==> src/ti_rx_pkg.sv <==
package ti_rx_pkg;

    localparam int NADC    = 8;
    localparam int NTI     = 4;
    localparam int NTI_REP = 2;
    localparam int NPI     = 9;
    localparam int NOFS    = 8;
    localparam int NSLICE  = NTI + NTI_REP;

    // Host port
    localparam int REG_AW     = 6;
    localparam int REG_DW     = 16;
    localparam int NMEM_WORDS = 4;

    typedef struct packed {
        logic [NTI-1:0][NADC-1:0] mag;
        logic [NTI-1:0]           sign;
    } adc_frame_t;

    typedef struct packed {
        logic [NTI_REP-1:0][NADC-1:0] mag;
        logic [NTI_REP-1:0]           sign;
    } rep_frame_t;

    typedef logic signed [NADC:0] sample_t;

    // Main slices low, replicas high
    typedef sample_t [NSLICE-1:0] unf_frame_t;

    typedef struct packed {
        logic                        en_cal;
        logic                        en_cal_rep;
        logic                        en_ext_ofs;
        logic                        en_ext_ofs_rep;
        logic [3:0]                  navg;
        logic [NSLICE-1:0][NOFS-1:0] ext_ofs;
        logic [NPI-1:0]              pi_offset;
        logic                        cdr_freeze;
    } rx_cfg_t;

    typedef struct packed {
        logic [NSLICE-1:0][NOFS-1:0] pfd_ofs;
        logic [NSLICE-1:0]           cal_done;
        logic [NPI-1:0]              pi_ctl;
        logic                        dump_busy;
        logic                        dump_done;
        unf_frame_t                  mem_rdata;
    } rx_status_t;

    // Writable
    localparam logic [REG_AW-1:0] REG_CTRL      = 6'h00;
    localparam logic [REG_AW-1:0] REG_EXT_OFS0  = 6'h01;
    localparam logic [REG_AW-1:0] REG_PI_OFS    = 6'h07;
    localparam logic [REG_AW-1:0] REG_MEM_ADDR  = 6'h08;
    // Read only
    localparam logic [REG_AW-1:0] REG_STATUS    = 6'h10;
    localparam logic [REG_AW-1:0] REG_PFD_OFS0  = 6'h11;
    localparam logic [REG_AW-1:0] REG_PI_CTL    = 6'h17;
    localparam logic [REG_AW-1:0] REG_MEM_DATA0 = 6'h18;

endpackage

==> src/ti_adc_retimer.sv <==
`timescale 1ns/1ps

module ti_adc_retimer #(
    parameter type frame_t = logic
) (
    input  logic   clk_adc,
    input  logic   reset_i,
    input  frame_t in_data_i,
    output frame_t out_data_o
);

    frame_t capture_q;

    // Capture stage absorbs the slice-to-slice skew of the front end
    always_ff @(posedge clk_adc) begin
        if (reset_i) begin
            capture_q <= '0;
        end else begin
            capture_q <= in_data_i;
        end
    end

    // Parallel output stage, all slices on one edge
    always_ff @(posedge clk_adc) begin
        if (reset_i) begin
            out_data_o <= '0;
        end else begin
            out_data_o <= capture_q;
        end
    end

endmodule

==> src/adc_unfolding.sv <==
`timescale 1ns/1ps

module adc_unfolding import ti_rx_pkg::*; #(
    parameter int NAVG_MAX = 10
) (
    input  logic                   clk_adc,
    input  logic                   reset_i,
    input  logic [NADC-1:0]        din_i,
    input  logic                   sign_i,
    input  logic                   en_cal_i,
    input  logic                   en_ext_ofs_i,
    input  logic [3:0]             navg_i,
    input  logic signed [NOFS-1:0] ext_ofs_i,
    output sample_t                dout_o,
    output logic signed [NOFS-1:0] pfd_ofs_o,
    output logic                   cal_done_o
);

    localparam int ACC_W   = NADC + 1 + NAVG_MAX;
    localparam int SMP_MAX = 2**NADC - 1;
    localparam int SMP_MIN = -(2**NADC);
    localparam int OFS_MAX = 2**(NOFS-1) - 1;
    localparam int OFS_MIN = -(2**(NOFS-1));

    sample_t                 raw;
    logic signed [NOFS-1:0]  ofs_q;
    logic signed [NOFS-1:0]  ofs_sel;
    logic signed [NOFS-1:0]  ofs_cal;
    logic signed [NADC+1:0]  diff;
    logic signed [ACC_W-1:0] acc_q;
    logic signed [ACC_W-1:0] acc_next;
    logic signed [ACC_W-1:0] avg;
    logic [NAVG_MAX-1:0]     cnt_q;
    logic [3:0]              navg_eff;
    logic                    win_end;

    // Sign bit set means positive
    assign raw = sign_i ? sample_t'({1'b0, din_i}) : -sample_t'({1'b0, din_i});

    assign ofs_sel = en_ext_ofs_i ? ext_ofs_i : ofs_q;
    assign diff    = raw - ofs_sel;

    always_ff @(posedge clk_adc) begin
        if (diff > SMP_MAX) begin
            dout_o <= sample_t'(SMP_MAX);
        end else if (diff < SMP_MIN) begin
            dout_o <= sample_t'(SMP_MIN);
        end else begin
            dout_o <= sample_t'(diff);
        end
    end

    // Averaging window of 2^navg samples
    assign navg_eff = (navg_i > 4'(NAVG_MAX)) ? 4'(NAVG_MAX) : navg_i;
    assign win_end  = (cnt_q == NAVG_MAX'((1 << navg_eff) - 1));
    assign acc_next = acc_q + raw;
    assign avg      = acc_next >>> navg_eff;

    always_comb begin
        if (avg > OFS_MAX) begin
            ofs_cal = NOFS'(OFS_MAX);
        end else if (avg < OFS_MIN) begin
            ofs_cal = NOFS'(OFS_MIN);
        end else begin
            ofs_cal = avg[NOFS-1:0];
        end
    end

    always_ff @(posedge clk_adc) begin
        if (reset_i) begin
            ofs_q      <= '0;
            acc_q      <= '0;
            cnt_q      <= '0;
            cal_done_o <= 1'b0;
        end else if (en_ext_ofs_i) begin
            ofs_q      <= ext_ofs_i;
            acc_q      <= '0;
            cnt_q      <= '0;
            cal_done_o <= 1'b0;
        end else if (en_cal_i) begin
            if (win_end) begin
                ofs_q      <= ofs_cal;
                acc_q      <= '0;
                cnt_q      <= '0;
                cal_done_o <= 1'b1;
            end else begin
                acc_q <= acc_next;
                cnt_q <= cnt_q + 1'b1;
            end
        end else begin
            // Offset holds, next enable starts a fresh window
            acc_q      <= '0;
            cnt_q      <= '0;
            cal_done_o <= 1'b0;
        end
    end

    assign pfd_ofs_o = ofs_q;

endmodule

==> src/mm_cdr.sv <==
`timescale 1ns/1ps

module mm_cdr import ti_rx_pkg::*; (
    input  logic              clk_adc,
    input  logic              reset_i,
    input  sample_t [NTI-1:0] din_i,
    input  logic              freeze_i,
    input  logic [NPI-1:0]    pi_offset_i,
    output logic [NPI-1:0]    pi_ctl_o
);

    // Room for NTI terms of two samples each
    localparam int ERR_W = NADC + 5;

    sample_t                 prev_q;
    sample_t                 d_ext [NTI+1];
    logic signed [ERR_W-1:0] err_c;
    logic signed [ERR_W-1:0] err_q;
    logic [NPI-1:0]          pi_acc_q;

    // sign(s) * v, with sign(0) = 0
    function automatic logic signed [ERR_W-1:0] sgn_mul(sample_t s, sample_t v);
        if (s > 0) begin
            return ERR_W'(v);
        end else if (s < 0) begin
            return -ERR_W'(v);
        end
        return '0;
    endfunction

    always_comb begin
        d_ext[0] = prev_q;
        for (int k = 0; k < NTI; k++) begin
            d_ext[k+1] = din_i[k];
        end
        err_c = '0;
        // d_ext[k] is the earlier neighbor of d_ext[k+1]
        for (int k = 0; k < NTI; k++) begin
            err_c = err_c + sgn_mul(d_ext[k], d_ext[k+1]) - sgn_mul(d_ext[k+1], d_ext[k]);
        end
    end

    always_ff @(posedge clk_adc) begin
        if (reset_i) begin
            prev_q <= '0;
            err_q  <= '0;
        end else begin
            prev_q <= din_i[NTI-1];
            err_q  <= err_c;
        end
    end

    // Sign integrator, wraps modulo 2^NPI
    always_ff @(posedge clk_adc) begin
        if (reset_i) begin
            pi_acc_q <= '0;
        end else if (!freeze_i) begin
            if (err_q > 0) begin
                pi_acc_q <= pi_acc_q + 1'b1;
            end else if (err_q < 0) begin
                pi_acc_q <= pi_acc_q - 1'b1;
            end
        end
    end

    assign pi_ctl_o = pi_acc_q + pi_offset_i;

endmodule

==> src/oneshot_memory.sv <==
`timescale 1ns/1ps

module oneshot_memory import ti_rx_pkg::*; #(
    parameter int MEM_DEPTH = 16
) (
    input  logic                         clk_adc,
    input  logic                         reset_i,
    input  unf_frame_t                   in_data_i,
    input  logic                         start_i,
    input  logic [$clog2(MEM_DEPTH)-1:0] rd_addr_i,
    output unf_frame_t                   rd_data_o,
    output logic                         busy_o,
    output logic                         done_o
);

    localparam int AW = $clog2(MEM_DEPTH);

    unf_frame_t    mem [MEM_DEPTH];
    logic          start_q;
    logic          launch;
    logic          wr_en;
    logic [AW-1:0] wr_addr_q;
    logic [AW-1:0] wr_ptr;

    // Rising edge while idle, later pulses are ignored until the dump ends
    assign launch = start_i && !start_q && !busy_o;

    // First frame goes in on the launch cycle itself
    assign wr_en  = launch || busy_o;
    assign wr_ptr = busy_o ? wr_addr_q : '0;

    always_ff @(posedge clk_adc) begin
        if (reset_i) begin
            start_q   <= 1'b0;
            busy_o    <= 1'b0;
            done_o    <= 1'b0;
            wr_addr_q <= '0;
        end else begin
            start_q <= start_i;
            if (launch) begin
                busy_o    <= 1'b1;
                done_o    <= 1'b0;
                wr_addr_q <= AW'(1);
            end else if (busy_o) begin
                if (wr_addr_q == AW'(MEM_DEPTH - 1)) begin
                    busy_o    <= 1'b0;
                    done_o    <= 1'b1;
                    wr_addr_q <= '0;
                end else begin
                    wr_addr_q <= wr_addr_q + 1'b1;
                end
            end
        end
    end

    always_ff @(posedge clk_adc) begin
        if (wr_en) begin
            mem[wr_ptr] <= in_data_i;
        end
        rd_data_o <= mem[rd_addr_i];
    end

endmodule

==> src/rx_cfg_regs.sv <==
`timescale 1ns/1ps

module rx_cfg_regs import ti_rx_pkg::*; #(
    parameter int MEM_DEPTH = 16,
    parameter int NAVG_MAX  = 10
) (
    input  logic                         clk_adc,
    input  logic                         reset_i,
    input  logic                         host_req_i,
    input  logic                         host_we_i,
    input  logic [REG_AW-1:0]            host_addr_i,
    input  logic [REG_DW-1:0]            host_wdata_i,
    output logic                         host_ack_o,
    output logic [REG_DW-1:0]            host_rdata_o,
    input  rx_status_t                   status_i,
    output rx_cfg_t                      cfg_o,
    output logic [$clog2(MEM_DEPTH)-1:0] mem_addr_o
);

    localparam int AW = $clog2(MEM_DEPTH);

    typedef enum logic {
        ST_IDLE,
        ST_ACK
    } hs_state_t;

    hs_state_t                     state_q;
    logic                          access;
    logic [REG_DW-1:0]             rdata_c;
    logic [NMEM_WORDS*REG_DW-1:0]  mem_pad;

    // One access per req, taken in idle only
    assign access     = (state_q == ST_IDLE) && host_req_i;
    assign host_ack_o = (state_q == ST_ACK);

    always_comb begin
        mem_pad = '0;
        mem_pad[$bits(unf_frame_t)-1:0] = status_i.mem_rdata;
        rdata_c = '0;
        case (host_addr_i)
            REG_CTRL:     rdata_c = {7'b0, cfg_o.cdr_freeze, cfg_o.navg, cfg_o.en_ext_ofs_rep,
                                     cfg_o.en_ext_ofs, cfg_o.en_cal_rep, cfg_o.en_cal};
            REG_PI_OFS:   rdata_c = REG_DW'(cfg_o.pi_offset);
            REG_MEM_ADDR: rdata_c = REG_DW'(mem_addr_o);
            REG_STATUS:   rdata_c = REG_DW'({status_i.dump_done, status_i.dump_busy,
                                             status_i.cal_done});
            REG_PI_CTL:   rdata_c = REG_DW'(status_i.pi_ctl);
            default:      rdata_c = '0;
        endcase
        for (int i = 0; i < NSLICE; i++) begin
            if (host_addr_i == REG_EXT_OFS0 + REG_AW'(i)) begin
                rdata_c = REG_DW'(cfg_o.ext_ofs[i]);
            end
            // Calibrated offsets read back sign extended
            if (host_addr_i == REG_PFD_OFS0 + REG_AW'(i)) begin
                rdata_c = REG_DW'(signed'(status_i.pfd_ofs[i]));
            end
        end
        for (int i = 0; i < NMEM_WORDS; i++) begin
            if (host_addr_i == REG_MEM_DATA0 + REG_AW'(i)) begin
                rdata_c = mem_pad[REG_DW*i +: REG_DW];
            end
        end
    end

    always_ff @(posedge clk_adc) begin
        if (reset_i) begin
            state_q    <= ST_IDLE;
            cfg_o      <= '0;
            mem_addr_o <= '0;
        end else if (access) begin
            state_q <= ST_ACK;
            if (host_we_i) begin
                case (host_addr_i)
                    REG_CTRL: begin
                        cfg_o.en_cal         <= host_wdata_i[0];
                        cfg_o.en_cal_rep     <= host_wdata_i[1];
                        cfg_o.en_ext_ofs     <= host_wdata_i[2];
                        cfg_o.en_ext_ofs_rep <= host_wdata_i[3];
                        cfg_o.navg           <= (host_wdata_i[7:4] > 4'(NAVG_MAX)) ?
                                                4'(NAVG_MAX) : host_wdata_i[7:4];
                        cfg_o.cdr_freeze     <= host_wdata_i[8];
                    end
                    REG_PI_OFS:   cfg_o.pi_offset <= host_wdata_i[NPI-1:0];
                    REG_MEM_ADDR: mem_addr_o      <= host_wdata_i[AW-1:0];
                    default: ;
                endcase
                for (int i = 0; i < NSLICE; i++) begin
                    if (host_addr_i == REG_EXT_OFS0 + REG_AW'(i)) begin
                        cfg_o.ext_ofs[i] <= host_wdata_i[NOFS-1:0];
                    end
                end
            end
        end else if (state_q == ST_ACK && !host_req_i) begin
            state_q <= ST_IDLE;
        end
    end

    // Read data valid together with ack
    always_ff @(posedge clk_adc) begin
        if (access) begin
            host_rdata_o <= rdata_c;
        end
    end

endmodule

==> src/ti_rx_core.sv <==
`timescale 1ns/1ps

module ti_rx_core import ti_rx_pkg::*; #(
    parameter int MEM_DEPTH = 16,
    parameter int NAVG_MAX  = 10
) (
    input  logic              clk_adc,
    input  logic              reset_i,
    input  adc_frame_t        adcout_i,
    input  rep_frame_t        adcout_rep_i,
    input  logic              dump_start_i,
    input  logic              host_req_i,
    input  logic              host_we_i,
    input  logic [REG_AW-1:0] host_addr_i,
    input  logic [REG_DW-1:0] host_wdata_i,
    output logic              host_ack_o,
    output logic [REG_DW-1:0] host_rdata_o,
    output logic [NPI-1:0]    pi_ctl_o,
    output unf_frame_t        unf_o
);

    adc_frame_t                         adc_rt;
    rep_frame_t                         rep_rt;
    rx_cfg_t                            cfg;
    rx_status_t                         status;
    unf_frame_t                         mem_rdata;
    logic [$clog2(MEM_DEPTH)-1:0]       mem_addr;
    logic                               dump_busy;
    logic                               dump_done;
    logic [NSLICE-1:0][NADC-1:0]        slice_mag;
    logic [NSLICE-1:0]                  slice_sign;
    logic [NSLICE-1:0]                  slice_cal;
    logic [NSLICE-1:0]                  slice_ext;
    wire logic [NSLICE-1:0][NOFS-1:0]   pfd_ofs;
    wire logic [NSLICE-1:0]             cal_done;
    wire unf_frame_t                    unf;

    ti_adc_retimer #(.frame_t(adc_frame_t)) retimer_inst (
        .clk_adc    (clk_adc),
        .reset_i    (reset_i),
        .in_data_i  (adcout_i),
        .out_data_o (adc_rt)
    );

    ti_adc_retimer #(.frame_t(rep_frame_t)) retimer_rep_inst (
        .clk_adc    (clk_adc),
        .reset_i    (reset_i),
        .in_data_i  (adcout_rep_i),
        .out_data_o (rep_rt)
    );

    // Replica slices sit above the main ones
    assign slice_mag  = {rep_rt.mag, adc_rt.mag};
    assign slice_sign = {rep_rt.sign, adc_rt.sign};
    assign slice_cal  = {{NTI_REP{cfg.en_cal_rep}}, {NTI{cfg.en_cal}}};
    assign slice_ext  = {{NTI_REP{cfg.en_ext_ofs_rep}}, {NTI{cfg.en_ext_ofs}}};

    for (genvar k = 0; k < NSLICE; k++) begin : gen_unfold
        adc_unfolding #(.NAVG_MAX(NAVG_MAX)) unfold_inst (
            .clk_adc      (clk_adc),
            .reset_i      (reset_i),
            .din_i        (slice_mag[k]),
            .sign_i       (slice_sign[k]),
            .en_cal_i     (slice_cal[k]),
            .en_ext_ofs_i (slice_ext[k]),
            .navg_i       (cfg.navg),
            .ext_ofs_i    (cfg.ext_ofs[k]),
            .dout_o       (unf[k]),
            .pfd_ofs_o    (pfd_ofs[k]),
            .cal_done_o   (cal_done[k])
        );
    end

    assign unf_o = unf;

    mm_cdr cdr_inst (
        .clk_adc     (clk_adc),
        .reset_i     (reset_i),
        .din_i       (unf[NTI-1:0]),
        .freeze_i    (cfg.cdr_freeze),
        .pi_offset_i (cfg.pi_offset),
        .pi_ctl_o    (pi_ctl_o)
    );

    oneshot_memory #(.MEM_DEPTH(MEM_DEPTH)) memory_inst (
        .clk_adc   (clk_adc),
        .reset_i   (reset_i),
        .in_data_i (unf),
        .start_i   (dump_start_i),
        .rd_addr_i (mem_addr),
        .rd_data_o (mem_rdata),
        .busy_o    (dump_busy),
        .done_o    (dump_done)
    );

    assign status = '{
        pfd_ofs:   pfd_ofs,
        cal_done:  cal_done,
        pi_ctl:    pi_ctl_o,
        dump_busy: dump_busy,
        dump_done: dump_done,
        mem_rdata: mem_rdata
    };

    rx_cfg_regs #(.MEM_DEPTH(MEM_DEPTH), .NAVG_MAX(NAVG_MAX)) regs_inst (
        .clk_adc      (clk_adc),
        .reset_i      (reset_i),
        .host_req_i   (host_req_i),
        .host_we_i    (host_we_i),
        .host_addr_i  (host_addr_i),
        .host_wdata_i (host_wdata_i),
        .host_ack_o   (host_ack_o),
        .host_rdata_o (host_rdata_o),
        .status_i     (status),
        .cfg_o        (cfg),
        .mem_addr_o   (mem_addr)
    );

endmodule

==> config.mk <==
export PLATFORM = sky130hd
export DESIGN_NAME = ti_rx_core
export DESIGN_NICKNAME = d
export VERILOG_FILES = /design/src/ti_rx_pkg.sv /design/src/ti_adc_retimer.sv /design/src/adc_unfolding.sv /design/src/mm_cdr.sv /design/src/oneshot_memory.sv /design/src/rx_cfg_regs.sv /design/src/ti_rx_core.sv
export SDC_FILE = /design/constraint.sdc
export NUM_CORES = 2
export LEC_CHECK = 0
export BUFFER_PORTS_ARGS = -buffer_cell sky130_fd_sc_hd__buf_4
export CAP_MARGIN = 30
export CORE_UTILIZATION = 25
export DETAILED_ROUTE_END_ITERATION = 8
export SETUP_SLACK_MARGIN = 0.02
export SLEW_MARGIN = 25
export SYNTH_ARGS = -nofsm -noshare
export SYNTH_HDL_FRONTEND = slang
export SYNTH_SLANG_ARGS = --single-unit
==> constraint.sdc <==
create_clock -name clk_adc -period 8.2 [get_ports clk_adc]
set_input_delay 2.05 -clock clk_adc [delete_from_list [all_inputs] [get_ports clk_adc]]
set_output_delay 2.05 -clock clk_adc [all_outputs]
set_load 0.05 [all_outputs]
Word level (Yosys, flattened, before mapping)
Memory sizes are Yosys's and may differ from the RTL's. A register that Yosys moved wholly into a read port is not among the register bits.
Index checks and enable logic that the tools add are counted.
W data, S select, Z words.
{"block": "word_totals", "reg_bits": 515, "ram_bits": 864, "in_bits": 81, "out_inout_bits": 80, "n_memories": 1}
{"memory": "memory_inst.mem", "words": 16, "width": 54, "rd": 1, "rd_ports_with_merged_regs": 1, "write_ports": 1, "line_no": "oneshot_memory.sv:18", "text": "unf_frame_t mem [MEM_DEPTH];"}
{"block": "classes", "n_addsub": 41, "order_cmp": 38, "n_eq_ne": 27, "shift": 7, "n_mux": 114, "bitwise_logic": 4, "reduce_logical": 46}
{"operator": "$mux W13", "count": 24}
{"operator": "$mux W8", "count": 36}
{"operator": "$mux W16", "count": 14}
{"operator": "$mux W9", "count": 15}
{"operator": "$add A19 B9 Y19", "count": 6}
{"operator": "$gt A19 B8 Y1 const B", "count": 6}
{"operator": "$lt A19 B8 Y1 const B", "count": 6}
{"operator": "$sshr A19 B4 Y19", "count": 6}
{"operator": "$eq A6 B5 Y1 const B", "count": 12}
{"operator": "$neg A9 Y13", "count": 5}
{"operator": "$add A10 B1 Y10 const B", "count": 6}
{"operator": "$eq A10 B10 Y1", "count": 6}
{"operator": "$gt A10 B9 Y1 const B", "count": 6}
{"operator": "$lt A10 B9 Y1 const B", "count": 6}
{"operator": "$sub A9 B8 Y10", "count": 6}
{"operator": "$neg A8 Y9", "count": 6}
{"operator": "$sub A13 B13 Y13", "count": 4}
{"operator": "$gt A9 B1 Y1 const B", "count": 5}
{"operator": "$lt A9 B1 Y1 const B", "count": 5}
{"operator": "$pmux W9 S5", "count": 1}
{"operator": "$add A13 B13 Y13", "count": 3}
{"operator": "$reduce_and A3 Y1", "count": 9}
{"operator": "$eq A6 B3 Y1 const B", "count": 4}
{"operator": "$reduce_or A4 Y1", "count": 6}
{"operator": "other kinds (25)", "count": 74}

Longest topological paths before layout
{"block": "logic_depth", "depth_word": 18, "mapped_depth": 32}

Hierarchy
From an unflattened synthesis, not the netlist that was laid out.
{"block": "unflattened", "hier_cells": 6681, "area_unflattened_um2": 75403.6}
{"module": "oneshot_memory", "instances": 1, "cells_each": 1426, "area_each_um2": 33727.3}
{"module": "adc_unfolding at gen_unfold[1].unfold_inst ...", "instances": 4, "cells_each": 617, "area_each_um2": 4653.2}
{"module": "mm_cdr", "instances": 1, "cells_each": 701, "area_each_um2": 5761.8}
{"module": "rx_cfg_regs", "instances": 1, "cells_each": 624, "area_each_um2": 4989.8}
{"module": "adc_unfolding at gen_unfold[2].unfold_inst", "instances": 1, "cells_each": 616, "area_each_um2": 4710.8}
{"module": "adc_unfolding at gen_unfold[0].unfold_inst", "instances": 1, "cells_each": 619, "area_each_um2": 4624.4}
{"module": "ti_adc_retimer at retimer_inst", "instances": 1, "cells_each": 152, "area_each_um2": 1981.9}
{"module": "ti_adc_retimer at retimer_rep_inst", "instances": 1, "cells_each": 75, "area_each_um2": 994.7}

Least setup slack after synthesis
Ideal clock, no wire load.
{"block": "synth_path", "path_type": "flip-flop to flip-flop", "startpoint": "register gen_unfold[1].unfold_inst.dout_o[0]", "endpoint": "register cdr_inst.err_q[11]", "arrival_ns": 6.748, "setup_slack_ns": 1.325, "path_stages_with_launch": 33, "n_path_buf": 2, "period_less_slack_ns": 6.875, "cell_sequence": "dfxtp_1 > inv_1 > ha_1 > nand2_1 > nor3_1 > nor3b_1 > inv_1 > ha_1 > clkbuf_1 > clkbuf_1 > mux2i_1 > or2_2 > fa_1 > inv_1 > fa_1 > inv_1 > fa_1 > fa_1 > ha_1 > inv_1 > fa_1 > nor2b_1 > o21ai_0 > nand2_1 > and2_1 > o21ai_0 > nand2b_1 > a21oi_1 > o21bai_1 > a21o_1 > a21oi_1 > xor2_1 > nor2_1"}
{"block": "synth_between", "elab_chain_cells": 10}
{"item": "from (decl)", "line_no": "adc_unfolding.sv:14", "text": "output sample_t dout_o,"}
{"item": "from (signal assigned)", "line_no": "adc_unfolding.sv:45", "text": "dout_o <= sample_t'(SMP_MAX);"}
{"item": "from (signal assigned)", "line_no": "adc_unfolding.sv:47", "text": "dout_o <= sample_t'(SMP_MIN);"}
{"item": "from (signal assigned)", "line_no": "adc_unfolding.sv:49", "text": "dout_o <= sample_t'(diff);"}
{"item": "$neg A9 Y13", "line_no": "mm_cdr.sv:26", "text": "return -ERR_W'(v);"}
{"item": "$mux W13", "line_no": "mm_cdr.sv:25", "text": "end else if (s < 0) begin"}
{"item": "$mux W13", "line_no": "mm_cdr.sv:23", "text": "if (s > 0) begin"}
{"item": "$mux W13", "line_no": "mm_cdr.sv:28", "text": "return '0;"}
{"item": "$add A13 B13 Y13", "line_no": "mm_cdr.sv:39", "text": "err_c = err_c + sgn_mul(d_ext[k], d_ext[k+1]) - sgn_mul(d_ext[k+1], d_ext[k]);"}
{"item": "$sub A13 B13 Y13", "line_no": "mm_cdr.sv:39"}
{"item": "$add A13 B13 Y13", "line_no": "mm_cdr.sv:39"}
{"item": "$sub A13 B13 Y13 (*)", "line_no": "mm_cdr.sv:39"}
{"item": "$add A13 B13 Y13 (*)", "line_no": "mm_cdr.sv:39"}
{"item": "$sub A13 B13 Y13 (*)", "line_no": "mm_cdr.sv:39"}
{"item": "to (signal assigned)", "line_no": "mm_cdr.sv:49", "text": "err_q <= err_c;"}
{"item": "to (decl)", "line_no": "mm_cdr.sv:18", "text": "logic signed [ERR_W-1:0] err_q;"}
Mark *: on every way between the ends. The rest lies on a longest branch, timed or not. The select of a mux whose other input is x is not followed.
A chain may end at the register's enable or synchronous reset.

Worst setup path in the final report
{"block": "layout_path", "startpoint": "register gen_unfold[2].unfold_inst.dout_o[0]", "endpoint": "register cdr_inst.err_q[12]"}
{"block": "layout_between", "elab_chain_cells": 8}
{"item": "from (decl)", "line_no": "adc_unfolding.sv:14"}
{"item": "from (signal assigned)", "line_no": "adc_unfolding.sv:45"}
{"item": "from (signal assigned)", "line_no": "adc_unfolding.sv:47"}
{"item": "from (signal assigned)", "line_no": "adc_unfolding.sv:49"}
{"item": "$neg A9 Y13", "line_no": "mm_cdr.sv:26"}
{"item": "$mux W13", "line_no": "mm_cdr.sv:25"}
{"item": "$mux W13", "line_no": "mm_cdr.sv:23"}
{"item": "$mux W13", "line_no": "mm_cdr.sv:28"}
{"item": "$add A13 B13 Y13", "line_no": "mm_cdr.sv:39"}
{"item": "$sub A13 B13 Y13", "line_no": "mm_cdr.sv:39"}
{"item": "$add A13 B13 Y13", "line_no": "mm_cdr.sv:39"}
{"item": "$sub A13 B13 Y13 (*)", "line_no": "mm_cdr.sv:39"}
Marked as above.

==> metrics.md <==
| Metric | Value |
|---|---|
| Status | finished, final reports clean |
| Synthesized Nets | 6,458 |
| Synth warn | 0 |
| Peak supply drop | 1.81 mV |
| Initial Util | 0.252 |
| Largest net degree at the start of global routing | 144 |
| Gr ovfl total | 0 |
| Syn_area_per_cell | 11.8 um^2 |
| H-tree levels | 4 |
| Synth unique cells | 110 |
| Pwr Density | 345 nW/um^2 |
| IO Pins | 161 |
| Routed vias | 50,600 |
| Post-synth top cells | 880 x edfxtp_1, 576 x nor2_1, 553 x dfxtp_1, 470 x a21oi_1, 333 x nand2_1 |
| Setup total negative slack | 0 ns |
| Drt total wl | 223,000 um |
| Biggest area consumer among synthesized cells | edfxtp_1 |
| Final slew viol count | 0 |
| RSZ-0062 raised after global routing | no |
| WS Path Type | flip-flop to flip-flop |
| Leak | 29.2 nW |
| DR DRC count | 0 |
| Final ANT Viol Nets | 0 |
| Clock transition at path regs | 0.06 ns |
| Vias per std cell | 5.01 |
| Clock Path Buffers | 3 |
| Slowest cell on the critical path | fa_1 |
| Total power | 28.7 mW |
| Die Height | 538 um |
| CP arrival | 8.04 ns |
| Worst skew pair latency | 0.81 ns |
| Drt wl/cell | 22.0 um |
| FF-to-FF path depth | 28 |
| Worst Hold Class | flip-flop to flip-flop |
| Chip Width | 538 um |
| Count leader, synth | edfxtp_1 |
| Mapped Area | 71,800 um^2 |
| Reg2Reg Launch Point | gen_unfold[2].unfold_inst.dout_o[0]$_SDFF_PN1_ |
| DP Area | 77,700 um^2 |
| Clock sinks | 1,433 |
| Clk root buf | clkbuf_16 |
| Total Nets Final | 6,593 |
| Final Util | 0.292 |
| Final setup violation count | 0 |
| Total setup buffers inserted after CTS | 0 |
| Global-route wire length before repair | 326,000 um |
| Register Area | 37,500 um^2 |
| Worst Tran Pin Value | 1.07 ns |
| CP Capture Type | flip-flop |
| Reg2reg end | cdr_inst.err_q[12]$_SDFF_PP0_ |
| Start point of the critical path | gen_unfold[2].unfold_inst.dout_o[0]$_SDFF_PN1_ |
| Area delta synth->final | 15.9% |
| Multi-input gate area | 32,500 um^2 |
| Worst path max stage delay | 0.53 ns |
| TritonCTS clock tree | built |
| Period utilization | 0.899 |
| Initial DRT Pass Iterations | 6 |
| Max_cap viols | 0 |
| Top cells by area, synth | edfxtp_1 37%, dfxtp_1 15%, mux4_2 8.7%, ha_1 4.0%, a21oi_1 3.3% |
| Core Area | 285,000 um^2 |
| Iteration-0 DRC Markers | 4,640 |
| Crit-path max FO | 16 |
| Share of cells above drive strength 1 | 0.151 |
| Final min period | 7.37 ns |
| FF-to-FF setup slack | 0.83 ns |
| Sequential area share after synthesis | 0.523 |
| Final count of hold timing violations | 0 |
| Number of buffers created by CTS | 154 |
| Async set-reset flop share out of synthesis | 0 |
| Top FF cell, synth | edfxtp_1 |
| Fillers | 28,900 |
| Crit start category | flip-flop |
| Worst Hold Depth | 1 |
| Register bit count reported by yosys | 1,433 |
| Gpl congestion | 0.929 |
| Worst Skew | 0.0636 ns |
| Hold Buf Count CTS | 0 |
| Top-area cell type share of the netlist area | 0.368 |
| Row Count | 196 |
| Max Clk Rate | 136 MHz |
| Req. time, crit path | 8.87 ns |
| Design area | 83,200 um^2 |
| PortBufs | 153 |
| Die area | 289,000 um^2 |
| Max-slew headroom | 0.283 |
| Initial antenna violation count | 25 |
| Number of global-route vias before repair | 49,800 |
| Total track usage | 0.150 |
| CP Capture Point | cdr_inst.err_q[12]$_SDFF_PP0_ |
| Cells after synthesis | 6,064 |
| Final HPWL DP | 152,000 um |
| Number of flops mapped to enable cells by yosys | 880 |
| Post-CTS Resized | 0 |
## worst max-delay path, delay by kind of cell (launching register included)
kind | cells | cell delay, ns
AOI/OAI and AO/OA | 10 | 1.83
adders and majority gates | 7 | 2.95
buffers and inverters | 5 | 0.54
DFF | 1 | 0.31
xor gates and xnor gates | 1 | 0.15
and+or+nand+nor | 5 | 1.43
## power by group
group	internal, mW	total [mW]	switching [mW]
Sequential	8.65	9.07	0.421
Combinational	5.21	12.3	7.09
Clock	4.22	7.32	3.10
## metal layers
metal / vias to the layer above / wire [um] / share of wire / track usage
met2: 1810 / 109000 / 0.49 / 0.257
met5: - / 41 / 0.00018 / 0
met1: 25400 / 90000 / 0.40 / 0.186
met3: 400 / 15100 / 0.068 / 0.0274
met4: 6 / 8160 / 0.037 / 0.0603
li1: 23000 / - / - / -
## final cells by class
type | instances | share of cell area
sequential | 1433 | 0.451
multi-input combinational | 4115 | 0.391
tap | 3762 | 0.0566
clock buffer | 208 | 0.0523
timing repair buffer | 292 | 0.0272
clock inverter | 82 | 0.0127
inverter | 203 | 0.00916
antenna | 10 | 0.000301
## worst min-delay path by stage
stage / end / start / slack, ns
floorplan: retimer_inst.out_data_o[0]$_SDFF_PP0_ / retimer_inst.capture_q[0]$_SDFF_PP0_ / 0.41
global placement: retimer_inst.out_data_o[20]$_SDFF_PP0_ / retimer_inst.capture_q[20]$_SDFF_PP0_ / 0.42
detailed placement: retimer_inst.out_data_o[6]$_SDFF_PP0_ / retimer_inst.capture_q[6]$_SDFF_PP0_ / 0.43
CTS: retimer_rep_inst.out_data_o[15]$_SDFF_PP0_ / retimer_rep_inst.capture_q[15]$_SDFF_PP0_ / 0.44
global route: retimer_rep_inst.out_data_o[9]$_SDFF_PP0_ / retimer_rep_inst.capture_q[9]$_SDFF_PP0_ / 0.46
finish: retimer_rep_inst.out_data_o[15]$_SDFF_PP0_ / retimer_rep_inst.capture_q[15]$_SDFF_PP0_ / 0.43
## cell usage in the layout (no fill, tap or decap), types with 85 or more instances in the layout
cell / netlist / final
edfxtp_1: 880 / 880
nor2_1: 576 / 563
dfxtp_1: 553 / 545
a21oi_1: 470 / 469
nand2_1: 333 / 332
buf_4: 0 / 279
mux4_2: 276 / 276
ha_1: 228 / 228
o21ai_0: 225 / 225
inv_1: 200 / 200
nor2b_1: 182 / 182
xnor2_1: 168 / 168
clkbuf_16: 0 / 159
mux2i_1: 154 / 154
xor2_1: 136 / 136
nand3_1: 128 / 128
a21o_1: 116 / 116
nor3_1: 113 / 105
fa_1: 85 / 85
## per-stage QoR
step	instances	setup WS [ns]	hold WS, ns
after CTS	10100	0.927	0.436
after global routing	10100	0.315	0.458
after global placement	9794	0.793	0.425
after floorplan	6064	1.32	0.414
after detailed placement	9800	0.931	0.427
final	10100	0.828	0.431
## registers in the layout, indices dropped and copies added, names as in the netlist
signal / cells
regs_inst.host_ack_o: 1
gen_unfold.unfold_inst.acc_q: 114
memory_inst.busy_o: 1
retimer_inst.capture_q: 36
gen_unfold.unfold_inst.cal_done_o: 6
memory_inst.rd_data_o: 54
retimer_inst.out_data_o: 36
regs_inst.mem_addr_o: 4
memory_inst.wr_addr_q: 4
gen_unfold.unfold_inst.dout_o: 54
regs_inst.cfg_o: 66
memory_inst.mem: 864
retimer_rep_inst.capture_q: 18
memory_inst.done_o: 1
cdr_inst.err_q: 13
cdr_inst.pi_acc_q: 9
retimer_rep_inst.out_data_o: 18
gen_unfold.unfold_inst.cnt_q: 60
regs_inst.host_rdata_o: 16
gen_unfold.unfold_inst.pfd_ofs_o: 48
cdr_inst.prev_q: 9
memory_inst.start_q: 1
## cells by family (layout without fill, tap and decap cells)
| family | Yosys count | after routing | share of synthesized area |
|---|---|---|---|
| buf+inv | 516 | 785 | 0.0274 |
| mux | 460 | 460 | 0.113 |
| flops | 1433 | 1433 | 0.523 |
| compound gates | 1381 | 1381 | 0.126 |
| xor+xnor | 305 | 305 | 0.0373 |
| simple gates | 1656 | 1656 | 0.111 |
| fa+ha+maj | 313 | 313 | 0.0635 |
| other cells | 0 | 10 | 0 |
(Power assumes the default switching activity.)
